File: src/frontEndPkg.sv
// Branch-prediction front end shared definitions
// Widths, vector types, opcodes and predictor constants
`default_nettype none

package frontEndPkg;

    localparam int XlenBits   = 32;
    localparam int BtbEntries = 32;
    localparam int BtbIdxBits = 5;
    localparam int BtbTagBits = XlenBits - BtbIdxBits - 2;
    localparam int GhrBits    = 5;
    localparam int PhtEntries = 1 << GhrBits;

    typedef logic [XlenBits-1:0]   pcT;
    typedef logic [XlenBits-1:0]   instrT;
    typedef logic [6:0]            opcodeT;
    typedef logic [BtbIdxBits-1:0] btbIdxT;
    typedef logic [BtbTagBits-1:0] btbTagT;
    typedef logic [GhrBits-1:0]    ghrT;
    typedef logic [1:0]            counterT;

    // First fetch address after reset
    localparam pcT ResetPc = 32'h0000_1000;

    // Predicted major opcodes
    localparam opcodeT OpBranch = 7'b1100011;
    localparam opcodeT OpJal    = 7'b1101111;

    // Conditional branch kinds resolved in execute
    localparam logic [2:0] Funct3Beq = 3'd0;
    localparam logic [2:0] Funct3Bne = 3'd1;

    // Saturating counter encoding, 0 strongly not taken up to 3 strongly taken
    localparam counterT CounterInit    = 2'd1;
    localparam counterT TakenThreshold = 2'd2;
    localparam counterT CounterMax     = 2'd3;

endpackage

`default_nettype wire

File: src/fetchPc.sv
// Fetch program counter with next-PC selection
// Forms the fetch-time taken prediction from opcode, BTB and counter table
`timescale 1ns/1ps
`default_nettype none

module fetchPc
    import frontEndPkg::*;
(
    input  logic   clk,
    input  logic   reset,
    input  logic   stall_i,
    input  opcodeT opcodeF_i,
    input  logic   btbHit_i,
    input  pcT     btbTarget_i,
    input  logic   predictTaken_i,
    input  logic   mispredict_i,
    input  pcT     redirectPc_i,
    output pcT     pc_o,
    output logic   takenF_o
);

    pcT pcPlus4;
    pcT pcNext;

    // Branches need both a target and a taken counter, jal only a target
    always_comb begin
        case (opcodeF_i)
            OpBranch: takenF_o = btbHit_i && predictTaken_i;
            OpJal:    takenF_o = btbHit_i;
            default:  takenF_o = 1'b0;
        endcase
    end

    assign pcPlus4 = pc_o + 32'd4;

    // Redirect from execute beats the stall
    always_comb begin
        if (mispredict_i) begin
            pcNext = redirectPc_i;
        end else if (stall_i) begin
            pcNext = pc_o;
        end else if (takenF_o) begin
            pcNext = btbTarget_i;
        end else begin
            pcNext = pcPlus4;
        end
    end

    always_ff @(posedge clk) begin
        if (reset) begin
            pc_o <= ResetPc;
        end else begin
            pc_o <= pcNext;
        end
    end

endmodule

`default_nettype wire

File: src/branchTargetBuffer.sv
// Direct-mapped, tagged branch target buffer
// Read combinationally in fetch, written from execute at the end of the cycle
`timescale 1ns/1ps
`default_nettype none

module branchTargetBuffer
    import frontEndPkg::*;
(
    input  logic   clk,
    input  logic   reset,
    input  pcT     pcF_i,
    output logic   hit_o,
    output pcT     target_o,
    input  logic   we_i,
    input  btbIdxT wrIdx_i,
    input  btbTagT wrTag_i,
    input  pcT     wrTarget_i
);

    logic [BtbEntries-1:0] validQ;
    btbTagT                tagMem    [BtbEntries];
    pcT                    targetMem [BtbEntries];

    btbIdxT rdIdx;
    btbTagT rdTag;

    // Word-aligned PC, so bits 1:0 are skipped
    assign rdIdx = pcF_i[BtbIdxBits+1:2];
    assign rdTag = pcF_i[XlenBits-1:BtbIdxBits+2];

    assign hit_o    = validQ[rdIdx] && (tagMem[rdIdx] == rdTag);
    assign target_o = targetMem[rdIdx];

    always_ff @(posedge clk) begin
        if (reset) begin
            validQ <= '0;
        end else if (we_i) begin
            validQ[wrIdx_i] <= 1'b1;
        end
    end

    // Tag and target storage
    always_ff @(posedge clk) begin
        if (we_i) begin
            tagMem[wrIdx_i]    <= wrTag_i;
            targetMem[wrIdx_i] <= wrTarget_i;
        end
    end

endmodule

`default_nettype wire

File: src/globalHistory.sv
// Global history register and pattern history table of 2-bit counters
// History indexes the table directly and is cleared on a mispredict
`timescale 1ns/1ps
`default_nettype none

module globalHistory
    import frontEndPkg::*;
(
    input  logic   clk,
    input  logic   reset,
    input  logic   stall_i,
    input  opcodeT opcodeF_i,
    input  logic   takenF_i,
    output ghrT    ghr_o,
    output logic   predictTaken_o,
    input  logic   clear_i,
    input  logic   phtWe_i,
    input  ghrT    phtIdx_i,
    input  logic   phtTaken_i
);

    counterT phtQ [PhtEntries];
    counterT curCount;
    logic    shiftEn;

    assign predictTaken_o = (phtQ[ghr_o] >= TakenThreshold);

    // Speculative update, only conditional branches enter the history
    assign shiftEn = !stall_i && (opcodeF_i == OpBranch);

    always_ff @(posedge clk) begin
        if (reset || clear_i) begin
            ghr_o <= '0;
        end else if (shiftEn) begin
            ghr_o <= {ghr_o[GhrBits-2:0], takenF_i};
        end
    end

    assign curCount = phtQ[phtIdx_i];

    // Saturating training from execute
    always_ff @(posedge clk) begin
        if (reset) begin
            for (int i = 0; i < PhtEntries; i++) begin
                phtQ[i] <= CounterInit;
            end
        end else if (phtWe_i) begin
            if (phtTaken_i && curCount != CounterMax) begin
                phtQ[phtIdx_i] <= curCount + 2'd1;
            end else if (!phtTaken_i && curCount != 2'd0) begin
                phtQ[phtIdx_i] <= curCount - 2'd1;
            end
        end
    end

endmodule

`default_nettype wire

File: src/predictPipe.sv
// Decode and execute pipeline registers
// Carry instruction, PC, fetch prediction and counter index to execute
`timescale 1ns/1ps
`default_nettype none

module predictPipe
    import frontEndPkg::*;
(
    input  logic  clk,
    input  logic  reset,
    input  logic  stall_i,
    input  logic  flush_i,
    input  instrT instrF_i,
    input  pcT    pcF_i,
    input  logic  takenF_i,
    input  ghrT   ghrF_i,
    output instrT instrE_o,
    output pcT    pcE_o,
    output logic  takenE_o,
    output ghrT   ghrE_o
);

    instrT instrD;
    pcT    pcD;
    logic  takenD;
    ghrT   ghrD;

    // Decode stage, holds while stalled
    always_ff @(posedge clk) begin
        if (reset || flush_i) begin
            instrD <= '0;
            pcD    <= '0;
            takenD <= 1'b0;
            ghrD   <= '0;
        end else if (!stall_i) begin
            instrD <= instrF_i;
            pcD    <= pcF_i;
            takenD <= takenF_i;
            ghrD   <= ghrF_i;
        end
    end

    // Execute stage, an all-zero instruction is a bubble
    always_ff @(posedge clk) begin
        if (reset || flush_i || stall_i) begin
            instrE_o <= '0;
            pcE_o    <= '0;
            takenE_o <= 1'b0;
            ghrE_o   <= '0;
        end else begin
            instrE_o <= instrD;
            pcE_o    <= pcD;
            takenE_o <= takenD;
            ghrE_o   <= ghrD;
        end
    end

endmodule

`default_nettype wire

File: src/branchResolve.sv
// Execute-stage branch resolution for beq, bne and jal
// Finds the real outcome, flags a mispredict and trains both tables
`timescale 1ns/1ps
`default_nettype none

module branchResolve
    import frontEndPkg::*;
(
    input  instrT  instrE_i,
    input  pcT     pcE_i,
    input  logic   takenE_i,
    input  ghrT    ghrE_i,
    input  pcT     rs1Val_i,
    input  pcT     rs2Val_i,
    output logic   mispredict_o,
    output pcT     redirectPc_o,
    output logic   btbWe_o,
    output btbIdxT btbWrIdx_o,
    output btbTagT btbWrTag_o,
    output pcT     btbWrTarget_o,
    output logic   phtWe_o,
    output ghrT    phtIdx_o,
    output logic   phtTaken_o
);

    opcodeT     opcodeE;
    logic [2:0] funct3E;
    logic       isJal;
    logic       isCondBranch;
    logic       operandsEq;
    logic       actualTaken;
    pcT         immB;
    pcT         immJ;
    pcT         targetE;

    assign opcodeE = instrE_i[6:0];
    assign funct3E = instrE_i[14:12];

    assign isJal        = (opcodeE == OpJal);
    assign isCondBranch = (opcodeE == OpBranch) &&
                          (funct3E == Funct3Beq || funct3E == Funct3Bne);

    // B and J immediates, both with an implied zero LSB
    assign immB = {{20{instrE_i[31]}}, instrE_i[7], instrE_i[30:25], instrE_i[11:8], 1'b0};
    assign immJ = {{12{instrE_i[31]}}, instrE_i[19:12], instrE_i[20], instrE_i[30:21], 1'b0};

    assign targetE = pcE_i + (isJal ? immJ : immB);

    assign operandsEq = (rs1Val_i == rs2Val_i);

    always_comb begin
        if (isJal) begin
            actualTaken = 1'b1;
        end else if (isCondBranch) begin
            actualTaken = (funct3E == Funct3Beq) ? operandsEq : !operandsEq;
        end else begin
            actualTaken = 1'b0;
        end
    end

    // Also catches anything predicted taken that turns out not to be a branch
    assign mispredict_o = (takenE_i != actualTaken);
    assign redirectPc_o = actualTaken ? targetE : pcE_i + 32'd4;

    // BTB learns every taken branch or jump
    assign btbWe_o       = actualTaken;
    assign btbWrIdx_o    = pcE_i[BtbIdxBits+1:2];
    assign btbWrTag_o    = pcE_i[XlenBits-1:BtbIdxBits+2];
    assign btbWrTarget_o = targetE;

    // Counter index is the history seen at fetch
    assign phtWe_o    = isCondBranch;
    assign phtIdx_o   = ghrE_i;
    assign phtTaken_o = actualTaken;

endmodule

`default_nettype wire

File: src/frontEnd.sv
// Branch-prediction front end top level
// Fetch PC, BTB, global history predictor, pipeline registers and resolve
`timescale 1ns/1ps
`default_nettype none

module frontEnd
    import frontEndPkg::*;
(
    input  logic  clk,
    input  logic  reset,
    input  logic  stall_i,
    input  instrT instrF_i,
    input  pcT    rs1ValE_i,
    input  pcT    rs2ValE_i,
    output pcT    pcF_o,
    output logic  mispredict_o
);

    opcodeT opcodeF;
    logic   btbHit;
    pcT     btbTarget;
    ghrT    ghrF;
    logic   predictTakenF;
    logic   takenF;

    instrT  instrE;
    pcT     pcE;
    logic   takenE;
    ghrT    ghrE;

    logic   mispredict;
    pcT     redirectPc;
    logic   btbWe;
    btbIdxT btbWrIdx;
    btbTagT btbWrTag;
    pcT     btbWrTarget;
    logic   phtWe;
    ghrT    phtIdx;
    logic   phtTaken;

    assign opcodeF      = instrF_i[6:0];
    assign mispredict_o = mispredict;

    fetchPc fetchPc_inst (
        .clk(clk), .reset(reset), .stall_i(stall_i), .opcodeF_i(opcodeF),
        .btbHit_i(btbHit), .btbTarget_i(btbTarget), .predictTaken_i(predictTakenF),
        .mispredict_i(mispredict), .redirectPc_i(redirectPc),
        .pc_o(pcF_o), .takenF_o(takenF)
    );

    branchTargetBuffer branchTargetBuffer_inst (
        .clk(clk), .reset(reset), .pcF_i(pcF_o), .hit_o(btbHit), .target_o(btbTarget),
        .we_i(btbWe), .wrIdx_i(btbWrIdx), .wrTag_i(btbWrTag), .wrTarget_i(btbWrTarget)
    );

    // Mispredict also wipes the speculative history
    globalHistory globalHistory_inst (
        .clk(clk), .reset(reset), .stall_i(stall_i), .opcodeF_i(opcodeF),
        .takenF_i(takenF), .ghr_o(ghrF), .predictTaken_o(predictTakenF),
        .clear_i(mispredict), .phtWe_i(phtWe), .phtIdx_i(phtIdx), .phtTaken_i(phtTaken)
    );

    predictPipe predictPipe_inst (
        .clk(clk), .reset(reset), .stall_i(stall_i), .flush_i(mispredict),
        .instrF_i(instrF_i), .pcF_i(pcF_o), .takenF_i(takenF), .ghrF_i(ghrF),
        .instrE_o(instrE), .pcE_o(pcE), .takenE_o(takenE), .ghrE_o(ghrE)
    );

    branchResolve branchResolve_inst (
        .instrE_i(instrE), .pcE_i(pcE), .takenE_i(takenE), .ghrE_i(ghrE),
        .rs1Val_i(rs1ValE_i), .rs2Val_i(rs2ValE_i),
        .mispredict_o(mispredict), .redirectPc_o(redirectPc),
        .btbWe_o(btbWe), .btbWrIdx_o(btbWrIdx), .btbWrTag_o(btbWrTag),
        .btbWrTarget_o(btbWrTarget), .phtWe_o(phtWe), .phtIdx_o(phtIdx),
        .phtTaken_o(phtTaken)
    );

endmodule

`default_nettype wire

File: config.mk
export PLATFORM = sky130hd
export DESIGN_NAME = frontEnd
export DESIGN_NICKNAME = d
export VERILOG_FILES = /design/src/frontEndPkg.sv /design/src/fetchPc.sv /design/src/branchTargetBuffer.sv /design/src/globalHistory.sv /design/src/predictPipe.sv /design/src/branchResolve.sv /design/src/frontEnd.sv
export SDC_FILE = /design/constraint.sdc
export NUM_CORES = 2
export LEC_CHECK = 0
export ABC_CLOCK_PERIOD_IN_PS = 10000
export BUFFER_PORTS_ARGS = -buffer_cell sky130_fd_sc_hd__buf_2
export CAP_MARGIN = 20
export CORE_MARGIN = 5
export CORE_UTILIZATION = 35
export DETAILED_ROUTE_END_ITERATION = 8
export SYNTH_ARGS = -nofsm -noshare
export SYNTH_HDL_FRONTEND = slang
export SYNTH_SLANG_ARGS = --single-unit
File: constraint.sdc
create_clock -name clk -period 10 [get_ports clk]
set_input_delay 1.5 -clock clk [delete_from_list [all_inputs] [get_ports clk]]
set_output_delay 1.5 -clock clk [all_outputs]
set_load 0.02 [all_outputs]
==> flow_summary.json <==
{
  "first_pass_iters": 6,
  "setup.worst_path.start": "rs2ValE_i[28]",
  "crit_slowest_cell": "nor2_2",
  "rrSetupSlack_ns": 3.89,
  "worstPathRequired_ns": 8.50,
  "reg2regPathDepth": 13,
  "r2r-end": "fetchPc_inst.pc_o[2]$_SDFFE_PP0N_",
  "drv_slew": 0,
  "worst-path-max-fanout": 32,
  "cp_data_arrival_time_ns": 4.83,
  "synth.avg_cell_area_sq_um": 19.0,
  "port_buffers": 131,
  "p_total_mw": 17.9,
  "holdBufCountCts": 0,
  "fin_setup_tns_ns": 0,
  "crit_chain": "buf_2 -> xor2_1 -> nor4_1 -> nand4_1 -> or4_1 -> a31oi_4 -> buf_4 -> nor2_2 -> nor2_2 -> inv_1 -> buf_2",
  "root_buffer": "clkbuf_16",
  "synthTopCellsByCount": "1888 x edfxtp_1, 508 x mux4_2, 293 x nor2_1, 220 x mux2i_1, 219 x dfxtp_1",
  "cts_resized": 0,
  "syn_inst": 4407,
  "cts_made_buffers": 205,
  "vias": 44500,
  "max_freq_ghz": 0.158,
  "slowest_delay_ns": 0.66,
  "clkSinkCount": 2107,
  "synth.cell_area_sq_um": 83900,
  "hp-class": "reg2reg",
  "gr-usage-met2_pct": 29.4,
  "drc_errors": 0,
  "post_route_cells_drive_above_1_share_pct": 24.9,
  "rsz0062_at_grt": "false",
  "status": "finished clean",
  "crit_path_end_kind": "primary output",
  "core_area_sq_um": 238000,
  "syn_to_final_growth_pct": 14.4,
  "multi_input_area_sq_um": 22100,
  "antenna_found_initial": 13,
  "wl_per_cell_um": 29.2,
  "synth_area_leaders": "edfxtp_1 68%, mux4_2 14%, dfxtp_1 5.2%, mux2i_1 2.6%, nor2_1 1.3%",
  "crit_end": "mispredict_o",
  "busiest_layer": "met2",
  "fillerInstances": 21100,
  "die-area_sq_um": 250000,
  "antenna_left": 0,
  "fin_crit_sh_pct": 63.3,
  "synth_top_cell_by_area": "edfxtp_1",
  "core.rowCount": 179,
  "gr-usage-met3_pct": 2.71,
  "drv_cap": 0,
  "start_util_pct": 35.2,
  "grt_max_degree": 117,
  "vias_per_cell": 5.55,
  "chipHeight_um": 500,
  "fin_nets": 4802,
  "ys_seq_area_share_pct": 72.8,
  "synth_most_common_cell": "edfxtp_1",
  "synth_top_area_share_pct": 67.6,
  "hpwl_um": 129000,
  "track_usage_pct": 18.4,
  "tightest_slew_ns": 1.09,
  "place_congestion": 0.858,
  "drtIter0Drc": 5738,
  "htreeDepth": 4,
  "yosysWarnings": 0,
  "cts_tree": "done",
  "power_density_nw_per_um2": 186,
  "ys.flop_type": "edfxtp_1",
  "met1_usage_pct": 26.0,
  "gr-total-overflow": 0,
  "finalSetupViolations": 0,
  "finish.utilization_pct": 40.3,
  "skew_ns": 0.0699,
  "hold_violations": 0,
  "p_leak_nw": 30.7,
  "post_cts_buffers": 0,
  "grt_pass1_vias": 44100,
  "clk_pin_slew_ns": 0.06,
  "worst_setup_path_start_kind": "input pin",
  "path_class": "in2out",
  "cts_buffer_depth": 3,
  "slew_headroom_pct": 27.2,
  "grt_pass1_wl_um": 331000,
  "finalWirelength_um": 234000,
  "seq_area_sq_um": 61100,
  "fp.dieW_um": 500,
  "pin_count": 132,
  "whs_ns": 0.455,
  "synth-seq-cells": 2107,
  "min_period_ns": 6.33,
  "synth_fp_nets": 4542,
  "async_reset_ff_share_pct": 0,
  "synth_edf_count": 1888,
  "synth_cell_types": 76,
  "peakVddDrop_uv": 136,
  "clkLatencyLatePin_ns": 0.87
}
[flip-flops by register name, summed over array words and instances (netlist names), named ones only]
| register | count |
|---|---|
| predictPipe_inst.pcE_o | 32 |
| predictPipe_inst.pcD | 32 |
| predictPipe_inst.takenD | 1 |
| branchTargetBuffer_inst.targetMem | 1024 |
| predictPipe_inst.instrE_o | 32 |
| predictPipe_inst.ghrE_o | 5 |
| globalHistory_inst.ghr_o | 5 |
| predictPipe_inst.instrD | 32 |
| predictPipe_inst.ghrD | 5 |
| globalHistory_inst.phtQ | 64 |
| branchTargetBuffer_inst.validQ | 32 |
| branchTargetBuffer_inst.tagMem | 800 |
| fetchPc_inst.pc_o | 32 |
| predictPipe_inst.takenE_o | 1 |
[power by group]
part	total, mW	internal (mW)	switching, mW	leakage [nW]
logic	0.673	0.304	0.369	8.64
registers	9.57	9.53	0.0430	18.8
clock network	7.65	4.25	3.40	3.24
[metal layers]
layer | vias to the layer above | share of wire, %
met5 | - | 0.0064
met3 | 347 | 7.4
met1 | 23700 | 42
met2 | 2020 | 48
met4 | 2 | 3.5
li1 | 18400 | -
[cell families (layout without fill, tap and decap cells)]
family,after synthesis,in the layout,share of synthesized area [%]
xor gates and xnor gates,117,117,1.22
muxes,740,740,16.4
other,0,5,0
and+or+nand+nor,767,767,4.39
AOI/OAI and AO/OA,373,373,3.15
DFF,2107,2107,72.8
buffers and inverters,267,708,1.50
adders and majority gates,36,36,0.546
[through the flow]
stage,instance area [sq um],worst slack (ns),cells
after CTS,95900,3.72,8012
after global routing,96000,3.49,8019
final,96000,3.67,8020
after detailed placement,89200,3.73,7624
after floorplan,83900,2.12,4407
after global placement,89100,3.81,7622
[placed cells by master, fill, tap and decap left out, drive strengths merged, types with 8 or more instances in the layout]
| cell type | n |
|---|---|
| o22ai | 17 |
| buf | 293 |
| nand2 | 157 |
| a22o | 15 |
| a221oi | 11 |
| a22oi | 88 |
| bufinv | 12 |
| xnor2 | 41 |
| nor3 | 32 |
| ha | 35 |
| or4 | 8 |
| clkinv | 98 |
| and3 | 27 |
| xor2 | 76 |
| a31oi | 18 |
| nand4 | 17 |
| a211oi | 11 |
| edfxtp | 1888 |
| inv | 33 |
| nor2b | 18 |
| and4 | 10 |
| o21ai | 36 |
| mux2 | 12 |
| a21oi | 55 |
| dfxtp | 219 |
| o21bai | 11 |
| clkbuf | 262 |
| mux4 | 508 |
| nand3 | 50 |
| and2 | 82 |
| or3 | 12 |
| clkinvlp | 10 |
| nor2 | 294 |
| nor4 | 21 |
| a21o | 55 |
| mux2i | 220 |
[critical path, delay by kind of cell]
family | cells | cell delay [ns]
AND/OR/NAND/NOR | 5 | 1.78
buffers and inverters | 4 | 1.15
AO/OA/AOI/OAI | 1 | 0.19
XOR/XNOR | 1 | 0.15
[layout make-up]
class	count	share of cell area, %
clock buffers	262	5.75
inverters	27	0.106
well taps	3167	4.13
flip-flops and latches	2107	63.7
clock inverters	126	1.25
diodes	5	0.0130
repair buffers	293	2.12
multi-input cells	2033	23.0
[how the worst min path moves through the flow]
stage | depth (start not counted) | from | endpoint | slack (ns)
4_1_cts | 1 | predictPipe_inst.ghrD[1]$_SDFFE_PP0N_ | predictPipe_inst.ghrE_o[1]$_SDFF_PP0_ | 0.46
5_1_grt | 1 | predictPipe_inst.takenD$_SDFFE_PP0N_ | predictPipe_inst.takenE_o$_SDFF_PP0_ | 0.46
3_5_place_dp | 1 | predictPipe_inst.ghrD[1]$_SDFFE_PP0N_ | predictPipe_inst.ghrE_o[1]$_SDFF_PP0_ | 0.44
2_1_floorplan | 1 | predictPipe_inst.ghrD[0]$_SDFFE_PP0N_ | predictPipe_inst.ghrE_o[0]$_SDFF_PP0_ | 0.43
3_3_place_gp | 1 | predictPipe_inst.pcD[5]$_SDFFE_PP0N_ | predictPipe_inst.pcE_o[5]$_SDFF_PP0_ | 0.43
6_report | 1 | predictPipe_inst.takenD$_SDFFE_PP0N_ | predictPipe_inst.takenE_o$_SDFF_PP0_ | 0.46
Note: power is estimated with default switching activity, not from simulation.
